File: config.mk
export PLATFORM = sky130hd
export DESIGN_NAME = cal_top
export DESIGN_NICKNAME = d
export VERILOG_FILES = /design/src/cal_pkg.sv /design/src/cal_coeff_mem.sv /design/src/cal_ctrl.sv /design/src/cal_frame_assemble.sv /design/src/cal_frame_capture.sv /design/src/cal_mac_pipe.sv /design/src/cal_top.sv
export VERILOG_INCLUDE_DIRS = /design/src
export SDC_FILE = /design/constraint.sdc
export NUM_CORES = 1
export LEC_CHECK = 0
export ABC_AREA = 1
export CORE_UTILIZATION = 60
export CTS_CLUSTER_DIAMETER = 50
export DETAILED_ROUTE_END_ITERATION = 12
export DONT_BUFFER_PORTS = 1
export PLACE_DENSITY = 0.85
export SETUP_SLACK_MARGIN = 0.02
export SYNTH_ARGS = -nofsm -noshare
export SYNTH_HDL_FRONTEND = slang
export SYNTH_SLANG_ARGS = --single-unit
export TNS_END_PERCENT = 20
File: constraint.sdc
create_clock -name clk -period 14 [get_ports clk]
set_clock_uncertainty 0.1 [all_clocks]
set_input_delay 2.8 -clock clk [delete_from_list [all_inputs] [get_ports clk]]
set_output_delay 2.8 -clock clk [all_outputs]
set_load 0.005 [all_outputs]
File: src/cal_defs.svh
// Build-time constants shared by the calibrator RTL and its package.
// The channel index width is derived from CAL_CHANNELS, so keep it a power of two.
// Gains are signed fixed point with CAL_FRAC_SHIFT fraction bits.
// A gain of 1 << CAL_FRAC_SHIFT is unity.
`ifndef CAL_DEFS_SVH
`define CAL_DEFS_SVH

// Number of channels in one frame
`define CAL_CHANNELS 8

// Width of a sample and of each offset or gain coefficient
`define CAL_SAMPLE_W 16

// Fraction bits of the gain, so 1024 means a gain of exactly one
`define CAL_FRAC_SHIFT 10

`endif

File: src/cal_pkg.sv
// Types shared by every calibrator block.
// Frame lanes are fixed at eight named fields and must track CAL_CHANNELS.
// Lane ch0 sits in the least significant bits of a packed frame.
`include "cal_defs.svh"

package cal_pkg;

    // One raw or calibrated sample, two's complement
    typedef logic signed [`CAL_SAMPLE_W-1:0] sample_t;

    // One offset or gain word, two's complement
    typedef logic signed [`CAL_SAMPLE_W-1:0] coeff_t;

    // Channel index, also used as the tag that travels down the pipeline
    typedef logic [$clog2(`CAL_CHANNELS)-1:0] chan_t;

    // Sample minus offset needs one extra bit so it can never wrap
    typedef logic signed [`CAL_SAMPLE_W:0] diff_t;

    // Full product of a difference and a gain
    typedef logic signed [2*`CAL_SAMPLE_W:0] prod_t;

    // One frame of eight samples, used for both input and output
    typedef struct packed {
        sample_t ch7;
        sample_t ch6;
        sample_t ch5;
        sample_t ch4;
        sample_t ch3;
        sample_t ch2;
        sample_t ch1;
        sample_t ch0;
    } frame_t;

    // One configuration write for a single channel
    typedef struct packed {
        chan_t  ch;
        coeff_t offset;
        coeff_t gain;
    } coeff_wr_t;

    // Everything the pipeline needs to calibrate one channel
    typedef struct packed {
        chan_t   ch;
        sample_t sample;
        coeff_t  offset;
        coeff_t  gain;
    } mac_req_t;

    // A tagged, saturated result leaving the pipeline
    typedef struct packed {
        chan_t   ch;
        sample_t sample;
    } mac_res_t;

    // Sequencer states
    typedef enum logic [1:0] {
        IDLE,
        ISSUE,
        DRAIN,
        PRESENT
    } cal_state_t;

endpackage

File: src/cal_coeff_mem.sv
// Per-channel offset and gain registers.
// Reset loads the identity calibration: offset 0 and gain of unity.
// Reads are combinational, so the read address must be stable in its cycle.
// There is no read-back path to the configuration port.
`timescale 1ns/1ps
`include "cal_defs.svh"

module cal_coeff_mem import cal_pkg::*; (
    input  logic      clk,
    input  logic      rst,
    input  logic      coeff_we,
    input  coeff_wr_t coeff_wr,
    input  chan_t     rd_ch,
    output coeff_t    offset,
    output coeff_t    gain
);

    // Unity gain in the fixed point format
    localparam coeff_t GAIN_UNITY = coeff_t'(1 << `CAL_FRAC_SHIFT);

    coeff_t offset_mem [`CAL_CHANNELS];
    coeff_t gain_mem   [`CAL_CHANNELS];

    always_ff @(posedge clk) begin
        if (rst) begin
            // Every channel passes samples through unchanged until configured
            for (int i = 0; i < `CAL_CHANNELS; i++) begin
                offset_mem[i] <= '0;
                gain_mem[i]   <= GAIN_UNITY;
            end
        end else if (coeff_we) begin
            // One offset and gain pair per accepted write
            offset_mem[coeff_wr.ch] <= coeff_wr.offset;
            gain_mem[coeff_wr.ch]   <= coeff_wr.gain;
        end
    end

    // The sequencer reads the pair for the channel it issues this cycle
    assign offset = offset_mem[rd_ch];
    assign gain   = gain_mem[rd_ch];

endmodule

File: src/cal_ctrl.sv
// Calibrator sequencer.
// A frame starts only when one is captured and the output side is free.
// Channels issue in order 0 to 7, one per cycle, then the pipe drains.
// Configuration writes are accepted only in IDLE with no frame captured,
// so a frame never sees coefficients change part way through.
`timescale 1ns/1ps
`include "cal_defs.svh"

module cal_ctrl import cal_pkg::*; (
    input  logic      clk,
    input  logic      rst,
    input  logic      cap_full,
    input  frame_t    cap_frame,
    output logic      cap_release,
    input  coeff_wr_t cfg,
    input  logic      cfg_valid,
    output logic      cfg_ready,
    output logic      coeff_we,
    output coeff_wr_t coeff_wr,
    output chan_t     issue_ch,
    input  coeff_t    offset,
    input  coeff_t    gain,
    output mac_req_t  req,
    output logic      req_valid,
    input  logic      out_busy,
    output logic      frame_done
);

    // Must match the register depth of cal_mac_pipe
    localparam int MAC_LATENCY = 3;
    localparam chan_t LAST_CH  = chan_t'(`CAL_CHANNELS - 1);

    cal_state_t state;
    chan_t      issue_cnt;
    logic [1:0] drain_cnt;
    logic       live;

    // Selects the captured sample for one channel
    function automatic sample_t pick_lane(frame_t f, chan_t c);
        sample_t s;
        case (c)
            3'd0: s = f.ch0;
            3'd1: s = f.ch1;
            3'd2: s = f.ch2;
            3'd3: s = f.ch3;
            3'd4: s = f.ch4;
            3'd5: s = f.ch5;
            3'd6: s = f.ch6;
            default: s = f.ch7;
        endcase
        return s;
    endfunction

    // No frame anywhere in the datapath, and never on the cycle after reset
    assign cfg_ready = live && (state == IDLE) && !cap_full;
    assign coeff_we  = cfg_valid && cfg_ready;
    assign coeff_wr  = cfg;

    // The counter doubles as the memory read address and the pipeline tag
    assign issue_ch   = issue_cnt;
    assign req_valid  = (state == ISSUE);
    assign req.ch     = issue_cnt;
    assign req.sample = pick_lane(cap_frame, issue_cnt);
    assign req.offset = offset;
    assign req.gain   = gain;

    // The capture buffer is free once the last sample has been handed to the pipe
    assign cap_release = (state == ISSUE) && (issue_cnt == LAST_CH);
    // Channel 7 leaves the pipe on the cycle before this pulse
    assign frame_done  = (state == DRAIN) && (drain_cnt == 2'(MAC_LATENCY));

    always_ff @(posedge clk) begin
        if (rst) begin
            state     <= IDLE;
            issue_cnt <= '0;
            drain_cnt <= '0;
            live      <= 1'b0;
        end else begin
            live <= 1'b1;
            case (state)
                IDLE: begin
                    issue_cnt <= '0;
                    if (cap_full && !out_busy) begin
                        state <= ISSUE;
                    end
                end
                ISSUE: begin
                    issue_cnt <= issue_cnt + 1'b1;
                    drain_cnt <= '0;
                    if (issue_cnt == LAST_CH) begin
                        state <= DRAIN;
                    end
                end
                DRAIN: begin
                    drain_cnt <= drain_cnt + 1'b1;
                    if (frame_done) begin
                        state <= PRESENT;
                    end
                end
                PRESENT: begin
                    // Wait here while the output frame is still held
                    if (!out_busy) begin
                        state <= IDLE;
                    end
                end
                default: state <= IDLE;
            endcase
        end
    end

endmodule

File: src/cal_frame_assemble.sv
// Output frame builder.
// Each tagged result lands in its own lane; the frame is offered on frame_done.
// out_frame holds while out_valid is high, which relies on control not issuing
// a new frame until out_busy has fallen.
`timescale 1ns/1ps
`include "cal_defs.svh"

module cal_frame_assemble import cal_pkg::*; (
    input  logic     clk,
    input  logic     rst,
    input  mac_res_t res,
    input  logic     res_valid,
    input  logic     frame_done,
    output frame_t   out_frame,
    output logic     out_valid,
    input  logic     out_ready,
    output logic     out_busy
);

    logic handshake;

    assign handshake = out_valid && out_ready;

    always_ff @(posedge clk) begin
        if (rst) begin
            out_valid <= 1'b0;
            out_busy  <= 1'b0;
        end else begin
            // Busy from the first result of a frame until the frame is taken
            if (handshake) begin
                out_busy <= 1'b0;
            end else if (res_valid) begin
                out_busy <= 1'b1;
            end
            if (handshake) begin
                out_valid <= 1'b0;
            end else if (frame_done) begin
                out_valid <= 1'b1;
            end
        end
    end

    // The tag picks the lane, so results may arrive in any order
    always_ff @(posedge clk) begin
        if (res_valid) begin
            case (res.ch)
                3'd0: out_frame.ch0 <= res.sample;
                3'd1: out_frame.ch1 <= res.sample;
                3'd2: out_frame.ch2 <= res.sample;
                3'd3: out_frame.ch3 <= res.sample;
                3'd4: out_frame.ch4 <= res.sample;
                3'd5: out_frame.ch5 <= res.sample;
                3'd6: out_frame.ch6 <= res.sample;
                3'd7: out_frame.ch7 <= res.sample;
            endcase
        end
    end

endmodule

File: src/cal_frame_capture.sv
// Single-entry input frame buffer.
// in_ready stays low on the first cycle after reset and whenever a frame is held.
// The source must hold in_frame and in_valid until the accepting edge.
`timescale 1ns/1ps
`include "cal_defs.svh"

module cal_frame_capture import cal_pkg::*; (
    input  logic   clk,
    input  logic   rst,
    input  frame_t in_frame,
    input  logic   in_valid,
    output logic   in_ready,
    input  logic   cap_release,
    output logic   cap_full,
    output frame_t cap_frame
);

    // Goes high one cycle after reset is released and stays there
    logic live;

    // A frame is taken only while the buffer is empty
    assign in_ready = live && !cap_full;

    always_ff @(posedge clk) begin
        if (rst) begin
            live     <= 1'b0;
            cap_full <= 1'b0;
        end else begin
            live <= 1'b1;
            // Control releases the buffer on the cycle it issues the last channel
            // and a new frame cannot land on that same edge since in_ready is low
            if (cap_release) begin
                cap_full <= 1'b0;
            end else if (in_valid && in_ready) begin
                cap_full <= 1'b1;
            end
        end
    end

    // Payload register loads only on an accepted transfer
    always_ff @(posedge clk) begin
        if (in_valid && in_ready) begin
            cap_frame <= in_frame;
        end
    end

endmodule

File: src/cal_mac_pipe.sv
// Three-stage calibrate pipeline built around one shared multiplier.
// Latency is fixed at 3 cycles from req_valid to res_valid, with no stall.
// The shift truncates toward minus infinity; there is no rounding.
// Results outside the sample range clamp to the nearest limit.
`timescale 1ns/1ps
`include "cal_defs.svh"

module cal_mac_pipe import cal_pkg::*; (
    input  logic     clk,
    input  logic     rst,
    input  mac_req_t req,
    input  logic     req_valid,
    output mac_res_t res,
    output logic     res_valid
);

    localparam int MSB = 2 * `CAL_SAMPLE_W;

    // Stage 1 holds the difference and the gain waiting for the multiplier
    diff_t  diff_s1;
    coeff_t gain_s1;
    chan_t  ch_s1;
    logic   valid_s1;

    // Stage 2 holds the full product
    prod_t  prod_s2;
    chan_t  ch_s2;
    logic   valid_s2;

    // Stage 3 inputs, formed combinationally from the product
    prod_t   shifted;
    logic    sat_hi;
    logic    sat_lo;
    sample_t clamped;

    // Valid bits are the only control state in the pipe
    always_ff @(posedge clk) begin
        if (rst) begin
            valid_s1  <= 1'b0;
            valid_s2  <= 1'b0;
            res_valid <= 1'b0;
        end else begin
            valid_s1  <= req_valid;
            valid_s2  <= valid_s1;
            res_valid <= valid_s2;
        end
    end

    always_ff @(posedge clk) begin
        // Both operands are sign extended by one bit so the subtraction is exact
        diff_s1 <= {req.sample[`CAL_SAMPLE_W-1], req.sample}
                 - {req.offset[`CAL_SAMPLE_W-1], req.offset};
        gain_s1 <= req.gain;
        ch_s1   <= req.ch;
        // Signed 17 by 16 product; this is the only multiplier in the design
        prod_s2 <= diff_s1 * gain_s1;
        ch_s2   <= ch_s1;
        res.ch     <= ch_s2;
        res.sample <= clamped;
    end

    always_comb begin
        shifted = prod_s2 >>> `CAL_FRAC_SHIFT;
        // The value fits in a sample only when all bits above the sample MSB
        // match the sign bit
        sat_hi  = !shifted[MSB] && (|shifted[MSB-1:`CAL_SAMPLE_W-1]);
        sat_lo  = shifted[MSB] && !(&shifted[MSB-1:`CAL_SAMPLE_W-1]);
        if (sat_hi) begin
            clamped = {1'b0, {(`CAL_SAMPLE_W-1){1'b1}}};
        end else if (sat_lo) begin
            clamped = {1'b1, {(`CAL_SAMPLE_W-1){1'b0}}};
        end else begin
            clamped = shifted[`CAL_SAMPLE_W-1:0];
        end
    end

endmodule

File: src/cal_top.sv
// Eight-channel sample calibrator, top level.
// Output is clamp((in - offset) * gain >>> CAL_FRAC_SHIFT) per channel.
// With an empty output, out_valid rises 13 cycles after the input accept edge.
// All offsets reset to 0 and all gains to unity.
`timescale 1ns/1ps
`include "cal_defs.svh"

module cal_top import cal_pkg::*; (
    input  logic      clk,
    input  logic      rst,
    input  frame_t    in_frame,
    input  logic      in_valid,
    output logic      in_ready,
    output frame_t    out_frame,
    output logic      out_valid,
    input  logic      out_ready,
    input  coeff_wr_t cfg,
    input  logic      cfg_valid,
    output logic      cfg_ready
);

    // Capture to control
    logic      cap_full;
    logic      cap_release;
    frame_t    cap_frame;

    // Control to coefficient memory and back
    logic      coeff_we;
    coeff_wr_t coeff_wr;
    chan_t     issue_ch;
    coeff_t    offset;
    coeff_t    gain;

    // Pipeline path
    mac_req_t  req;
    logic      req_valid;
    mac_res_t  res;
    logic      res_valid;

    // Assembler handshake with control
    logic      frame_done;
    logic      out_busy;

    cal_frame_capture i_capture (
        .clk         (clk),
        .rst         (rst),
        .in_frame    (in_frame),
        .in_valid    (in_valid),
        .in_ready    (in_ready),
        .cap_release (cap_release),
        .cap_full    (cap_full),
        .cap_frame   (cap_frame)
    );

    cal_coeff_mem i_coeff_mem (
        .clk      (clk),
        .rst      (rst),
        .coeff_we (coeff_we),
        .coeff_wr (coeff_wr),
        .rd_ch    (issue_ch),
        .offset   (offset),
        .gain     (gain)
    );

    cal_ctrl i_ctrl (
        .clk         (clk),
        .rst         (rst),
        .cap_full    (cap_full),
        .cap_frame   (cap_frame),
        .cap_release (cap_release),
        .cfg         (cfg),
        .cfg_valid   (cfg_valid),
        .cfg_ready   (cfg_ready),
        .coeff_we    (coeff_we),
        .coeff_wr    (coeff_wr),
        .issue_ch    (issue_ch),
        .offset      (offset),
        .gain        (gain),
        .req         (req),
        .req_valid   (req_valid),
        .out_busy    (out_busy),
        .frame_done  (frame_done)
    );

    cal_mac_pipe i_mac_pipe (
        .clk       (clk),
        .rst       (rst),
        .req       (req),
        .req_valid (req_valid),
        .res       (res),
        .res_valid (res_valid)
    );

    cal_frame_assemble i_assemble (
        .clk        (clk),
        .rst        (rst),
        .res        (res),
        .res_valid  (res_valid),
        .frame_done (frame_done),
        .out_frame  (out_frame),
        .out_valid  (out_valid),
        .out_ready  (out_ready),
        .out_busy   (out_busy)
    );

endmodule

==> results.txt <==
Top Ports - 299
first-pass GRT wire length - 130000 um
unrepaired setup endpoints after global routing - false
Hold/Removal Path Class - register to register
pin count of the biggest net entering global routing - 73
count of different cell masters after synthesis - 42
root buffer cell - clkbuf_16
post-cts gate resize count - 0
height of the die - 241 um
R2R depth - 19
# Max-Cap Violations - 0
Synth Net Count - 3925
WS Path Type - register to register
mapped cell area - 0.0344 mm^2
number of global-route vias before repair - 24187
final hold vios - 0
global-route usage over all layers - 29.3%
gpl congestion - 0.916
synth-to-layout area growth - 7.19%
worst flop-to-flop path startpoint - i_mac_pipe.gain_s1[1]
DR WL/cell - 20.5 um
min Tclk post-route - 6.19 ns
worst-skew pair later-pin latency - 0.63 ns
clk sinks - 610
DR pass1 iterations - 6
max frequency - 0.161 GHz
status - complete, no violations
layout cells sized above 1 - 4.30%
Starting Density - 60.9%
hold buffer count at CTS - 0
period utilization - 44.2%
slew margin rel. - 24.9%
critical path fanouts, max - 17
Inserted Clock Buffers - 61
CP startpoint - i_mac_pipe.gain_s1[1]
vias per cell - 5.72
Post-Syn Area per Cell - 10.2 um^2
CP Cell Sequence - nand2_1 -> inv_1 -> fa_1 -> fa_1 -> inv_1 -> fa_1 -> inv_1 -> fa_1 -> fa_1 -> fa_1 -> ha_1 -> a21oi_1 -> o21ai_0 -> nand2_1 -> nand2_1 -> a21oi_1 -> nand2_1 -> nand2_1 -> nand2_1
# rows - 87
CTS HTree Levels - 2
fin. max-slew vios - 0
Die ar. - 0.0583 mm^2
setup bufs post-CTS - 0
post-synthesis sequential area ratio - 50.4%
setup TNS - 0 ns
port buffer count - 0
vias - 23645
Post-DP HPWL - 58400 um
CTS tree - built
final setup violating endpoints - 0
Worst Max-Slew Pin Slew - 1.12 ns
Critical Path AT - 6.58 ns
WP data required - 14.38 ns
Nets - 3871
crit path max-delay cell type - fa_1
Remaining DRCs - 0
total grt overflow - 0
core area - 0.0565 mm^2
Synth Register Bits - 610
Die Wd - 241 um
Yosys Warn Count - 0
Worst-path clk slew - 0.06 ns
HP Start - i_mac_pipe.ch_s2[0]
initial antenna violation count - 5
Antenna Nets Post-Route - 0
Syn Inst Count - 3373
DRT iter0 DRCs - 2641
Fillers - 4034
drt total wl - 84700 um
CP Capture Type - register
Cells on Worst Hold Path - 0
maximum clock insertion buffer count - 3
max incr delay on CP - 0.83 ns
CP Launch Type - register
## synth_stat cells
library cell  instances  area [um^2]
a221oi_1             20          175
clkinv_1              3         11.3
o21ai_1               1         5.00
o22ai_1              21          131
nand2_4               8         90.1
ha_1                108         1350
buf_2                12         60.1
nor3_4                1         16.3
o21ai_0             117          586
xor2_1               19          166
clkbuf_2              1         5.00
edfxtp_1            512        15400
buf_6                24          270
nand2_1             681         2560
nor3b_1               2         15.0
a32oi_1              12          105
clkbuf_1            108          405
buf_1                 1         3.75
xnor2_1               6         52.6
nand3_1              93          465
nor3_1               11         55.1
a211oi_1              5         37.5
dfxtp_1              98         1960
fa_1                276         5530
o221ai_1              3         26.3
a21o_1                2         15.0
o2111ai_1             1         8.76
nand3b_1              3         22.5
a22o_1                2         17.5
o21bai_1              6         45.0
a31oi_1              22          138
nand3_4               1         17.5
a21oi_1              98          490
inv_1               586         2200
nor4_1                1         6.26
nor2_1              488         1830
inv_2                 3         11.3
nand4_1               7         43.8
a32o_1                3         30.0
nor2_8                2         40.0
or2_2                 4         25.0
and2_1                1         6.26
## flip-flops by register name (all words and copies together) (netlist names), 3 cells and up, named ones only
signal	flops
i_mac_pipe.diff_s1	17
i_mac_pipe.ch_s2	3
i_mac_pipe.ch_s1	3
i_mac_pipe.prod_s2	23
i_ctrl.issue_ch	3
i_coeff_mem.gain_mem	128
i_coeff_mem.offset_mem	128
i_mac_pipe.res	19
i_assemble.out_frame	128
i_capture.cap_frame	128
i_mac_pipe.gain_s1	16
## stage by stage
stage	area, um^2	setup slack [ns]	cells	hold WS, ns	util (%)
after global placement	34800	8.10	4012	0.211	61.6
after global routing	36900	7.53	4127	0.232	65.2
after detailed placement	34800	7.96	4012	0.213	61.6
after floorplan	34400	1.05	3373	0.210	-
after CTS	36900	7.86	4125	0.228	65.2
final	36900	7.81	4131	0.228	65.3
## logic make-up after synthesis
kind of cell | after synthesis | synth area share [%]
buffers and inverters | 738 | 8.62
and+or+nand+nor | 1303 | 15.1
adders and majority gates | 384 | 20.0
xor gates and xnor gates | 25 | 0.637
AOI/OAI and AO/OA | 313 | 5.26
DFF | 610 | 50.4
## area by class of cell
class / instances / area, um^2 / share of cell area (%)
flip-flops and latches: 610 / 17300 / 47.0
multi-input cells: 2025 / 14100 / 38.2
inverters: 592 / 2220 / 6.03
clock buffers: 76 / 1640 / 4.46
well taps: 756 / 946 / 2.57
clock inverters: 37 / 387 / 1.05
repair buffers: 29 / 218 / 0.590
diodes: 6 / 15.0 / 0.0407
## worst max-delay path, delay by kind of cell, from the launching register on
kind                     cells  cell delay, ns
buffers and inverters        3            0.36
AO/OA/AOI/OAI                3            0.60
adder cells (fa/ha/maj)      7            3.66
AND/OR/NAND/NOR              6            0.61
flip-flops                   1            0.73
## worst paths after layout
kind | slack, ns | end
worst max register to register | 7.81 | i_mac_pipe.prod_s2[32]
worst min-delay path | 0.23 | i_mac_pipe.res[16]
worst max-delay path | 7.81 | i_mac_pipe.prod_s2[32]
worst min register to register | 0.23 | i_mac_pipe.res[16]
## cells in the final DEF, fill, tap and decap left out, types with 22 or more instances in the layout
master,synthesis,layout
buf_4,0,29
a31oi_1,22,22
ha_1,108,108
nand2_1,681,681
a21oi_1,98,98
clkbuf_16,0,62
o21ai_0,117,117
inv_1,586,585
nand3_1,93,93
edfxtp_1,512,512
dfxtp_1,98,96
nor2_1,488,488
fa_1,276,276
## layer usage
metal  global-route usage, %  up-vias  share of wire [%]
li1                        -    10559                  -
met1                    35.8    11513                 36
met2                    51.1     1328                 51
met3                    5.44      241                8.8
met4                    11.8        4                3.9
met5                       0        -              0.032
Power is not shown: default switching activity piles up to over one toggle a cycle in this logic, so the estimate is an artifact.
